<file path="src/rv_decode_pkg.sv">
// rv64i decoder shared widths, encodings and bundles
package rv_decode_pkg;

  localparam int INST_W       = 32;
  localparam int GPR_ADDR_W   = 5;
  localparam int CSR_ADDR_W   = 12;
  localparam int XLEN_DEFAULT = 64;

  // alu operand b select
  localparam logic [1:0] SRC2_RS2  = 2'd0;
  localparam logic [1:0] SRC2_IMM  = 2'd1;
  localparam logic [1:0] SRC2_FOUR = 2'd2; // return address pc + 4

  typedef enum logic [5:0] {
    INST_NONE = 6'd0,
    INST_LUI, INST_AUIPC, INST_JAL, INST_JALR,
    INST_BEQ, INST_BNE, INST_BLT, INST_BGE, INST_BLTU, INST_BGEU,
    INST_LB, INST_LH, INST_LW, INST_LD, INST_LBU, INST_LHU, INST_LWU,
    INST_SB, INST_SH, INST_SW, INST_SD,
    INST_ADDI, INST_SLTI, INST_SLTIU, INST_XORI, INST_ORI, INST_ANDI,
    INST_SLLI, INST_SRLI, INST_SRAI,
    INST_ADD, INST_SUB, INST_SLL, INST_SLT, INST_SLTU,
    INST_XOR, INST_SRL, INST_SRA, INST_OR, INST_AND,
    INST_ADDIW, INST_SLLIW, INST_SRLIW, INST_SRAIW,
    INST_ADDW, INST_SUBW, INST_SLLW, INST_SRLW, INST_SRAW,
    INST_CSRRW, INST_CSRRS, INST_CSRRWI,
    INST_ECALL, INST_EBREAK, INST_MRET
  } inst_e;

  typedef enum logic [2:0] {
    FMT_R    = 3'd7,
    FMT_I    = 3'd0,
    FMT_U    = 3'd1,
    FMT_S    = 3'd2,
    FMT_B    = 3'd3,
    FMT_J    = 3'd4,
    FMT_NONE = 3'd6
  } fmt_e;

  typedef enum logic [4:0] {
    ALU_ADD     = 5'd0,
    ALU_SUB     = 5'd1,
    ALU_SLT     = 5'd2,
    ALU_SLTU    = 5'd3,
    ALU_XOR     = 5'd4,
    ALU_AND     = 5'd5,
    ALU_OR      = 5'd6,
    ALU_SLL     = 5'd7,
    ALU_SRL     = 5'd8,
    ALU_SRA     = 5'd9,
    ALU_COPYIMM = 5'd15,
    ALU_INVALID = 5'd31
  } alu_op_e;

  typedef enum logic [2:0] {
    BR_JAL, BR_JALR, BR_BEQ, BR_BNE, BR_BLT, BR_BGE, BR_BLTU, BR_BGEU
  } br_func_e;

  typedef enum logic [2:0] {
    MEM_SB, MEM_UB, MEM_SH, MEM_UH, MEM_SW, MEM_UW, MEM_D, MEM_NONE
  } mem_op_e;

  typedef struct packed {
    inst_e kind;
    fmt_e  fmt;
  } match_t;

  // field order i, u, s, b, j, z; each field XLEN_DEFAULT wide
  typedef struct packed {
    logic [XLEN_DEFAULT-1:0] i;
    logic [XLEN_DEFAULT-1:0] u;
    logic [XLEN_DEFAULT-1:0] s;
    logic [XLEN_DEFAULT-1:0] b;
    logic [XLEN_DEFAULT-1:0] j;
    logic [XLEN_DEFAULT-1:0] z;
  } imm_set_t;

  typedef struct packed {
    logic [GPR_ADDR_W-1:0] rs1;
    logic [GPR_ADDR_W-1:0] rs2;
    logic [GPR_ADDR_W-1:0] rd;
    logic [CSR_ADDR_W-1:0] csr;
  } fields_t;

  typedef struct packed {
    logic       br_en;
    br_func_e   br_func;
    logic       alu_src1_pc;
    logic [1:0] alu_src2_sel;
    alu_op_e    alu_op;
    logic       word_cut;  // 32-bit truncation for the w forms
    logic       gpr_wen;
    logic       mem_ren;
    logic       mem_wen;
    mem_op_e    mem_op;
    logic       csr_inst;  // csr data goes back to the gpr
    logic       csr_ren;
    logic       csr_wen;
    logic [2:0] csr_op;
  } ctrl_t;

  typedef struct packed {
    logic ecall;
    logic ebreak;
    logic mret;
    logic invalid;
  } exc_t;

endpackage

</file>
<file path="src/rv_inst_match.sv">
// instruction matcher, finds the kind and encoding format of a raw word
`timescale 1ns/100ps

module rv_inst_match
  import rv_decode_pkg::*;
(
  input  logic [INST_W-1:0] i_inst,
  output match_t            o_match
);

  typedef enum logic [6:0] {
    OPC_LOAD      = 7'b0000011,
    OPC_OP_IMM    = 7'b0010011,
    OPC_AUIPC     = 7'b0010111,
    OPC_OP_IMM_32 = 7'b0011011,
    OPC_STORE     = 7'b0100011,
    OPC_OP        = 7'b0110011,
    OPC_LUI       = 7'b0110111,
    OPC_OP_32     = 7'b0111011,
    OPC_BRANCH    = 7'b1100011,
    OPC_JALR      = 7'b1100111,
    OPC_JAL       = 7'b1101111,
    OPC_SYSTEM    = 7'b1110011
  } opcode_e;

  localparam logic [INST_W-1:0] MRET_WORD = 32'h3020_0073;

  logic [6:0] opcode;
  logic [2:0] funct3;
  logic [6:0] funct7;
  inst_e      kind;
  fmt_e       fmt;

  assign opcode = i_inst[6:0];
  assign funct3 = i_inst[14:12];
  assign funct7 = i_inst[31:25];

  always_comb begin
    kind = INST_NONE;
    case (opcode_e'(opcode))
      OPC_LUI:   kind = INST_LUI;
      OPC_AUIPC: kind = INST_AUIPC;
      OPC_JAL:   kind = INST_JAL;
      OPC_JALR:  if (funct3 == 3'd0) kind = INST_JALR;
      OPC_BRANCH: begin
        case (funct3)
          3'd0: kind = INST_BEQ;
          3'd1: kind = INST_BNE;
          3'd4: kind = INST_BLT;
          3'd5: kind = INST_BGE;
          3'd6: kind = INST_BLTU;
          3'd7: kind = INST_BGEU;
          default: kind = INST_NONE;
        endcase
      end
      OPC_LOAD: begin
        case (funct3)
          3'd0: kind = INST_LB;
          3'd1: kind = INST_LH;
          3'd2: kind = INST_LW;
          3'd3: kind = INST_LD;
          3'd4: kind = INST_LBU;
          3'd5: kind = INST_LHU;
          3'd6: kind = INST_LWU;
          default: kind = INST_NONE;
        endcase
      end
      OPC_STORE: begin
        case (funct3)
          3'd0: kind = INST_SB;
          3'd1: kind = INST_SH;
          3'd2: kind = INST_SW;
          3'd3: kind = INST_SD;
          default: kind = INST_NONE;
        endcase
      end
      OPC_OP_IMM: begin
        case (funct3)
          3'd0: kind = INST_ADDI;
          3'd2: kind = INST_SLTI;
          3'd3: kind = INST_SLTIU;
          3'd4: kind = INST_XORI;
          3'd6: kind = INST_ORI;
          3'd7: kind = INST_ANDI;
          // 6-bit shamt on rv64, funct7[0] belongs to it
          3'd1: if (funct7[6:1] == 6'b000000) kind = INST_SLLI;
          3'd5: begin
            if (funct7[6:1] == 6'b000000) kind = INST_SRLI;
            else if (funct7[6:1] == 6'b010000) kind = INST_SRAI;
          end
          default: kind = INST_NONE;
        endcase
      end
      OPC_OP: begin
        case ({funct7, funct3})
          {7'h00, 3'd0}: kind = INST_ADD;
          {7'h20, 3'd0}: kind = INST_SUB;
          {7'h00, 3'd1}: kind = INST_SLL;
          {7'h00, 3'd2}: kind = INST_SLT;
          {7'h00, 3'd3}: kind = INST_SLTU;
          {7'h00, 3'd4}: kind = INST_XOR;
          {7'h00, 3'd5}: kind = INST_SRL;
          {7'h20, 3'd5}: kind = INST_SRA;
          {7'h00, 3'd6}: kind = INST_OR;
          {7'h00, 3'd7}: kind = INST_AND;
          default:       kind = INST_NONE; // m extension lands here
        endcase
      end
      OPC_OP_IMM_32: begin
        case ({funct7, funct3})
          {7'h00, 3'd1}: kind = INST_SLLIW;
          {7'h00, 3'd5}: kind = INST_SRLIW;
          {7'h20, 3'd5}: kind = INST_SRAIW;
          default:       kind = (funct3 == 3'd0) ? INST_ADDIW : INST_NONE;
        endcase
      end
      OPC_OP_32: begin
        case ({funct7, funct3})
          {7'h00, 3'd0}: kind = INST_ADDW;
          {7'h20, 3'd0}: kind = INST_SUBW;
          {7'h00, 3'd1}: kind = INST_SLLW;
          {7'h00, 3'd5}: kind = INST_SRLW;
          {7'h20, 3'd5}: kind = INST_SRAW;
          default:       kind = INST_NONE;
        endcase
      end
      OPC_SYSTEM: begin
        case (funct3)
          3'd0: begin
            if (i_inst == MRET_WORD) kind = INST_MRET;
            else if (i_inst[31:20] == 12'd0) kind = INST_ECALL;
            else if (i_inst[31:20] == 12'd1) kind = INST_EBREAK;
          end
          3'd1: kind = INST_CSRRW;
          3'd2: kind = INST_CSRRS;
          3'd5: kind = INST_CSRRWI;
          default: kind = INST_NONE;
        endcase
      end
      default: kind = INST_NONE;
    endcase
  end

  always_comb begin
    case (kind)
      INST_LUI, INST_AUIPC:                       fmt = FMT_U;
      INST_JAL:                                   fmt = FMT_J;
      INST_BEQ, INST_BNE, INST_BLT, INST_BGE,
      INST_BLTU, INST_BGEU:                       fmt = FMT_B;
      INST_SB, INST_SH, INST_SW, INST_SD:         fmt = FMT_S;
      INST_ADD, INST_SUB, INST_SLL, INST_SLT, INST_SLTU, INST_XOR,
      INST_SRL, INST_SRA, INST_OR, INST_AND, INST_ADDW, INST_SUBW,
      INST_SLLW, INST_SRLW, INST_SRAW, INST_MRET: fmt = FMT_R;
      INST_NONE:                                  fmt = FMT_NONE;
      default:                                    fmt = FMT_I;
    endcase
  end

  assign o_match = '{kind: kind, fmt: fmt};

endmodule

</file>
<file path="src/rv_imm_gen.sv">
// immediate generator, builds every immediate form of the raw word
`timescale 1ns/100ps

module rv_imm_gen
  import rv_decode_pkg::*;
#(
  parameter int XLEN = XLEN_DEFAULT
) (
  input  logic [INST_W-1:0] i_inst,
  output imm_set_t          o_imms
);

  logic [XLEN-1:0] imm_i;
  logic [XLEN-1:0] imm_u;
  logic [XLEN-1:0] imm_s;
  logic [XLEN-1:0] imm_b;
  logic [XLEN-1:0] imm_j;
  logic [XLEN-1:0] imm_z;

  // sign extension to XLEN through signed size casts
  assign imm_i = XLEN'(signed'(i_inst[31:20]));
  assign imm_u = XLEN'(signed'({i_inst[31:12], 12'b0}));
  assign imm_s = XLEN'(signed'({i_inst[31:25], i_inst[11:7]}));
  assign imm_b = XLEN'(signed'({i_inst[31], i_inst[7], i_inst[30:25],
                                i_inst[11:8], 1'b0}));
  assign imm_j = XLEN'(signed'({i_inst[31], i_inst[19:12], i_inst[20],
                                i_inst[30:21], 1'b0}));
  assign imm_z = XLEN'(i_inst[19:15]); // csr uimm, zero extended

  // widen into the fixed-width bundle
  always_comb begin
    o_imms.i = XLEN_DEFAULT'(signed'(imm_i));
    o_imms.u = XLEN_DEFAULT'(signed'(imm_u));
    o_imms.s = XLEN_DEFAULT'(signed'(imm_s));
    o_imms.b = XLEN_DEFAULT'(signed'(imm_b));
    o_imms.j = XLEN_DEFAULT'(signed'(imm_j));
    o_imms.z = XLEN_DEFAULT'(imm_z);
  end

endmodule

</file>
<file path="src/rv_ctrl_gen.sv">
// control generator, maps the matched kind to control and registers the result
`timescale 1ns/100ps

module rv_ctrl_gen
  import rv_decode_pkg::*;
#(
  parameter int XLEN = XLEN_DEFAULT
) (
  input  logic              i_clk,
  input  logic              i_reset,
  input  logic              i_valid,
  input  logic [INST_W-1:0] i_inst,
  input  match_t            i_match,
  input  imm_set_t          i_imms,
  output logic              o_valid,
  output fields_t           o_fields,
  output logic [XLEN-1:0]   o_imm,
  output ctrl_t             o_ctrl,
  output exc_t              o_exc
);

  inst_e           kind;
  fields_t         fields_d;
  logic [XLEN-1:0] imm_d;
  ctrl_t           ctrl_d;
  exc_t            exc_d;
  logic            is_load;
  logic            is_store;

  assign kind = i_match.kind;

  assign fields_d.rs1 = i_inst[19:15];
  assign fields_d.rs2 = i_inst[24:20];
  assign fields_d.rd  = i_inst[11:7];
  assign fields_d.csr = i_inst[31:20];

  always_comb begin
    case (i_match.fmt)
      FMT_I:   imm_d = i_imms.i[XLEN-1:0];
      FMT_U:   imm_d = i_imms.u[XLEN-1:0];
      FMT_S:   imm_d = i_imms.s[XLEN-1:0];
      FMT_B:   imm_d = i_imms.b[XLEN-1:0];
      FMT_J:   imm_d = i_imms.j[XLEN-1:0];
      default: imm_d = '0;
    endcase
    if (kind == INST_CSRRWI) imm_d = i_imms.z[XLEN-1:0];
  end

  assign is_load  = kind inside {INST_LB, INST_LH, INST_LW, INST_LD,
                                 INST_LBU, INST_LHU, INST_LWU};
  assign is_store = i_match.fmt == FMT_S;

  always_comb begin
    ctrl_d = '0;

    ctrl_d.br_en = (i_match.fmt == FMT_B) || (kind inside {INST_JAL, INST_JALR});
    case (kind)
      INST_JALR: ctrl_d.br_func = BR_JALR;
      INST_BEQ:  ctrl_d.br_func = BR_BEQ;
      INST_BNE:  ctrl_d.br_func = BR_BNE;
      INST_BLT:  ctrl_d.br_func = BR_BLT;
      INST_BGE:  ctrl_d.br_func = BR_BGE;
      INST_BLTU: ctrl_d.br_func = BR_BLTU;
      INST_BGEU: ctrl_d.br_func = BR_BGEU;
      default:   ctrl_d.br_func = BR_JAL;
    endcase

    // operand a is the pc for pc-relative kinds
    ctrl_d.alu_src1_pc = kind inside {INST_AUIPC, INST_JAL, INST_JALR};
    if (kind inside {INST_JAL, INST_JALR})
      ctrl_d.alu_src2_sel = SRC2_FOUR;
    else if (i_match.fmt inside {FMT_I, FMT_U, FMT_S})
      ctrl_d.alu_src2_sel = SRC2_IMM;
    else
      ctrl_d.alu_src2_sel = SRC2_RS2;

    case (kind)
      INST_LUI:                                     ctrl_d.alu_op = ALU_COPYIMM;
      INST_AUIPC, INST_JAL, INST_JALR, INST_ADDI,
      INST_ADD, INST_ADDIW, INST_ADDW:              ctrl_d.alu_op = ALU_ADD;
      INST_SUB, INST_SUBW:                          ctrl_d.alu_op = ALU_SUB;
      INST_SLT, INST_SLTI:                          ctrl_d.alu_op = ALU_SLT;
      INST_SLTU, INST_SLTIU:                        ctrl_d.alu_op = ALU_SLTU;
      INST_XOR, INST_XORI:                          ctrl_d.alu_op = ALU_XOR;
      INST_AND, INST_ANDI:                          ctrl_d.alu_op = ALU_AND;
      INST_OR, INST_ORI:                            ctrl_d.alu_op = ALU_OR;
      INST_SLL, INST_SLLI, INST_SLLIW, INST_SLLW:   ctrl_d.alu_op = ALU_SLL;
      INST_SRL, INST_SRLI, INST_SRLIW, INST_SRLW:   ctrl_d.alu_op = ALU_SRL;
      INST_SRA, INST_SRAI, INST_SRAIW, INST_SRAW:   ctrl_d.alu_op = ALU_SRA;
      default: ctrl_d.alu_op = (is_load || is_store) ? ALU_ADD : ALU_INVALID;
    endcase

    ctrl_d.word_cut = kind inside {INST_ADDIW, INST_SLLIW, INST_SRLIW, INST_SRAIW,
                                   INST_ADDW, INST_SUBW, INST_SLLW, INST_SRLW,
                                   INST_SRAW};
    ctrl_d.gpr_wen  = i_match.fmt inside {FMT_R, FMT_I, FMT_U, FMT_J};
    ctrl_d.mem_ren  = is_load;
    ctrl_d.mem_wen  = is_store;

    // stores share the signed codes
    case (kind)
      INST_LB, INST_SB:  ctrl_d.mem_op = MEM_SB;
      INST_LBU:          ctrl_d.mem_op = MEM_UB;
      INST_LH, INST_SH:  ctrl_d.mem_op = MEM_SH;
      INST_LHU:          ctrl_d.mem_op = MEM_UH;
      INST_LW, INST_SW:  ctrl_d.mem_op = MEM_SW;
      INST_LWU:          ctrl_d.mem_op = MEM_UW;
      INST_LD, INST_SD:  ctrl_d.mem_op = MEM_D;
      default:           ctrl_d.mem_op = MEM_NONE;
    endcase

    ctrl_d.csr_inst = kind inside {INST_CSRRW, INST_CSRRS, INST_CSRRWI};
    // csrrw with rd zero skips the read, csrrs with rs1 zero skips the write
    ctrl_d.csr_ren  = ctrl_d.csr_inst && !(kind == INST_CSRRW && fields_d.rd == '0);
    ctrl_d.csr_wen  = ctrl_d.csr_inst && !(kind == INST_CSRRS && fields_d.rs1 == '0);
    ctrl_d.csr_op   = i_inst[14:12];
  end

  assign exc_d.ecall   = kind == INST_ECALL;
  assign exc_d.ebreak  = kind == INST_EBREAK;
  assign exc_d.mret    = kind == INST_MRET;
  assign exc_d.invalid = (i_match.fmt == FMT_NONE) && (i_inst != '0);

  always_ff @(posedge i_clk) begin
    if (i_reset) begin
      o_valid <= 1'b0;
      o_ctrl  <= '0;
      o_exc   <= '0;
    end else begin
      o_valid <= i_valid;
      if (i_valid) begin
        o_ctrl <= ctrl_d;
        o_exc  <= exc_d;
      end
    end
  end

  // payload, held between strobes
  always_ff @(posedge i_clk) begin
    if (i_valid) begin
      o_fields <= fields_d;
      o_imm    <= imm_d;
    end
  end

endmodule

</file>
<file path="src/rv_idu.sv">
// rv64i decode unit top, matcher and immediate generator feed the control stage
`timescale 1ns/100ps

module rv_idu
  import rv_decode_pkg::*;
#(
  parameter int XLEN = XLEN_DEFAULT
) (
  input  logic              i_clk,
  input  logic              i_reset,
  input  logic              i_valid,
  input  logic [INST_W-1:0] i_inst,
  output logic              o_valid,
  output fields_t           o_fields,
  output logic [XLEN-1:0]   o_imm,
  output ctrl_t             o_ctrl,
  output exc_t              o_exc
);

  match_t   match;
  imm_set_t imms;

  rv_inst_match i_rv_inst_match (
    .i_inst  (i_inst),
    .o_match (match)
  );

  rv_imm_gen #(
    .XLEN (XLEN)
  ) i_rv_imm_gen (
    .i_inst (i_inst),
    .o_imms (imms)
  );

  // single register stage
  rv_ctrl_gen #(
    .XLEN (XLEN)
  ) i_rv_ctrl_gen (
    .i_clk    (i_clk),
    .i_reset  (i_reset),
    .i_valid  (i_valid),
    .i_inst   (i_inst),
    .i_match  (match),
    .i_imms   (imms),
    .o_valid  (o_valid),
    .o_fields (o_fields),
    .o_imm    (o_imm),
    .o_ctrl   (o_ctrl),
    .o_exc    (o_exc)
  );

endmodule

</file>
<file path="config.mk">
export PLATFORM = sky130hd
export DESIGN_NAME = rv_idu
export DESIGN_NICKNAME = d
export VERILOG_FILES = /design/src/rv_decode_pkg.sv /design/src/rv_inst_match.sv /design/src/rv_imm_gen.sv /design/src/rv_ctrl_gen.sv /design/src/rv_idu.sv
export SDC_FILE = /design/constraint.sdc
export NUM_CORES = 1
export LEC_CHECK = 0
export ABC_CLOCK_PERIOD_IN_PS = 7050
export BUFFER_PORTS_ARGS = -buffer_cell sky130_fd_sc_hd__buf_4
export CAP_MARGIN = 20
export CORE_UTILIZATION = 40
export CTS_CLUSTER_DIAMETER = 50
export DETAILED_ROUTE_END_ITERATION = 10
export PLACE_DENSITY = 0.6
export REMOVE_ABC_BUFFERS = 1
export SETUP_SLACK_MARGIN = 0.2
export SKIP_LAST_GASP = 1
export SLEW_MARGIN = 20
export SYNTH_ARGS = -nofsm -noshare
export SYNTH_HDL_FRONTEND = slang
export SYNTH_SLANG_ARGS = --single-unit
</file>
<file path="constraint.sdc">
create_clock -name i_clk -period 7.05 [get_ports i_clk]
set_clock_uncertainty 0.05 [all_clocks]
set_input_delay 0 -clock i_clk [delete_from_list [all_inputs] [get_ports i_clk]]
set_output_delay 0 -clock i_clk [all_outputs]
set_load 0.005 [all_outputs]
</file>
==> impl_metrics.tcl <==
set metrics [dict create \
    outcome "finished with violations" \
    violations "design-rule violations" \
    synth_enable_flop_cells 54 \
    fin_area_um2 7120 \
    timing.rr.start "i_rv_ctrl_gen.o_ctrl[10]$_SDFFE_PP0P_" \
    synth-seq-cells 84 \
    yosysSeqAreaShare_pct 39.2 \
    crit_start "i_inst[28]" \
    synth_top_family_by_area "simple AND/OR/NAND/NOR gates" \
    cts-resized-gates 0 \
    synth.avg_cell_area_um2 8.87 \
    clk_pin_slew_ps 60 \
    dp.cells 896 \
    synth-compound-area-share_pct 22.3 \
    fin_crit_sh_pct 72.8 \
    holdPathEnd "i_rv_ctrl_gen.o_exc[1]$_SDFFE_PP0P_" \
    synth_simple_gate_area_share_pct 25.6 \
    nNetsFinal 791 \
    postRouteAntennaNets 0 \
    ios 156 \
    layout-drive-gt1-share_pct 27.0 \
    irDropWorstVdd_mv 0.0852 \
    worstSkewPairLatency_ps 350 \
    cts_root_buffer "clkbuf_16" \
    netlist_top_cells_count "edfxtp_1 (54), nor2_1 (52), nand2_1 (48)" \
    area_delta_synth_final_pct 25.4 \
    synth-async-reset-ratio_pct 0 \
    synth.distinct_cells 84 \
    tightestPinTransition_ps 958 \
    vias 5534 \
    start_util_pct 40.9 \
    crit_required_ps 7260 \
    synth.area.mux_share_pct 1.23 \
    slew_headroom_pct 36.0 \
    setup.worst_path.class "primary input to register" \
    grt_max_degree 60 \
    drt_iter0_markers 488 \
    finalWirelength_um 18200 \
    gp_congestion 0.909 \
    rsz0062_at_grt "false" \
    cts_tree "built" \
    slew_viol_final 0 \
    synth_area_leader_cell "edfxtp_1" \
    tns_ps 0 \
    arrival_ps 5350 \
    leakage_nw 2.74 \
    fp.dieW_um 121 \
    syn-cell-area_um2 5680 \
    finalCriticalPeriod_ps 5130 \
    r2r_slack_ps 6270 \
    crit_path_start_kind "primary input" \
    ys.warnings.count 0 \
    critPathMaxFanout 22 \
    num-fill-cells 1325 \
    max_clock_freq_mhz 195 \
    fp-row-count 43 \
    worstHoldStart "i_valid" \
    cts.path.max_buffers 2 \
    via_per_inst 5.92 \
    synth_ff_type "edfxtp_1" \
    post_cts_buffers 0 \
    p_per_area_nw_per_um2 180 \
    antennaDiodeCount 0 \
    grt_pass1_wl_um 28100 \
    synthMostInstantiatedCell "edfxtp_1" \
    r2r_end "i_rv_ctrl_gen.o_ctrl[10]$_SDFFE_PP0P_" \
    antenna_found_initial 0 \
    cts_htree_levels 3 \
    final_cells 935 \
    synthTopCellsByArea "edfxtp_1 (29%), dfxtp_1 (11%), buf_4 (5.3%)" \
    setup_viol 0 \
    grt_remaining_overflow 0 \
    holdWs_ps 37.0 \
    r2r_cells 2 \
    end_kind "register" \
    wl_per_cell_um 19.4 \
    dieArea_um2 14700 \
    hold_viol 0 \
    cts_buffers 9 \
    grtUsageTotal_pct 24.9 \
    core_area_um2 13900 \
    post-route-drc-count 1 \
    portBuffers 155 \
    post-dp-hpwl_um 13200 \
    power_w 0.00128 \
    min_path_cells 3 \
    synthDominantCellAreaShare_pct 28.6 \
    maxCapViolCount 0 \
    clkSinkCount 84 \
    synthAdderAreaFrac_pct 1.32 \
    dr.pass1.iters 8 \
    place_area_um2 6590 \
    holdBufCountCts 23 \
    grt_pass1_vias 5128 \
    die_y_um 121 \
    synth-xor-area-share_pct 0.926 \
    hp-class "primary input to register" \
    synthCells 640 \
]
## layout make-up
| cell class | count | area (µm²) | share of cell area [%] |
|---|---|---|---|
| multi-input combinational | 462 | 2920 | 41.1 |
| sequential | 84 | 2220 | 31.2 |
| timing repair buffer | 181 | 1420 | 19.9 |
| clock buffer | 13 | 265 | 3.73 |
| tap | 180 | 225 | 3.16 |
| inverter | 12 | 45.0 | 0.633 |
| clock inverter | 3 | 20.0 | 0.281 |
## how the worst max path moves through the flow
stage,endpoint,depth (start not counted)
6_report,i_rv_ctrl_gen.o_ctrl[13]$_SDFFE_PP0P_,15
5_1_grt,i_rv_ctrl_gen.o_ctrl[15]$_SDFFE_PP0P_,15
4_1_cts,i_rv_ctrl_gen.o_ctrl[16]$_SDFFE_PP0P_,15
3_5_place_dp,i_rv_ctrl_gen.o_ctrl[16]$_SDFFE_PP0P_,13
3_3_place_gp,i_rv_ctrl_gen.o_ctrl[13]$_SDFFE_PP0P_,13
2_1_floorplan,i_rv_ctrl_gen.o_ctrl[13]$_SDFFE_PP0P_,13
## power breakdown
group          switching, W  total (W)  internal (W)
Sequential        0.0000163   0.000577      0.000561
Clock              0.000195   0.000459      0.000265
Combinational      0.000124   0.000242      0.000117
## through the flow
stage | util, % | worst slack (ps)
floorplan | - | 3380
global placement | 47.5 | 2060
detailed placement | 47.5 | 1840
CTS | 51.2 | 1740
global route | 51.3 | 1500
finish | 51.3 | 1920
## worst max-delay path: stages
cell and delay [ps]:
dlygate4sd3_1 530, buf_4 140, or2_1 290, nor4_1 90, o21ai_1 390, nand3_1 180
nor3_1 670, ha_1 520, clkinv_1 320, a31o_2 330, a21oi_1 200, a2bb2oi_1 320
a21boi_4 650, o211ai_1 380, a311oi_2 310
## sequential cells by signal, summed over array words and instances, names as in the netlist
name and flops:
i_rv_ctrl_gen.o_imm 32, i_rv_ctrl_gen.o_ctrl 25, i_rv_ctrl_gen.o_fields 22, i_rv_ctrl_gen.o_exc 4, i_rv_ctrl_gen.o_valid 1
## cell families (layout without fill, tap and decap cells)
group	Yosys count	after routing
XOR/XNOR	6	6
AO/OA/AOI/OAI	174	174
AND/OR/NAND/NOR	269	269
multiplexers	7	7
adder cells (fa/ha/maj)	6	6
buffers and inverters	94	209
flip-flops	84	84
## layout by cell type, fill, tap and decap left out, drive strengths merged, types with 8 or more instances in the layout
cell / n
buf: 158
edfxtp: 54
nor2: 53
nand2: 49
nand3: 47
a21oi: 38
o21ai: 38
dfxtp: 30
nor3: 27
dlygate4sd3: 23
a211oi: 14
o31ai: 14
and3: 13
clkbuf: 13
inv: 11
or3: 9
nor3b: 9
nand4: 8
a31oi: 8
## metal layers
| metal | track usage (%) | part of all wire [%] | up-vias | routed length [µm] |
|---|---|---|---|---|
| li1 | - | - | 2604 | - |
| met1 | 32.8 | 44 | 2637 | 8000 |
| met2 | 40.6 | 47 | 258 | 8560 |
| met3 | 4.70 | 6.5 | 35 | 1180 |
| met4 | 8.33 | 2.3 | 0 | 416 |
| met5 | 0 | 0 | - | 0 |
Power figures use the tool's default switching activity.
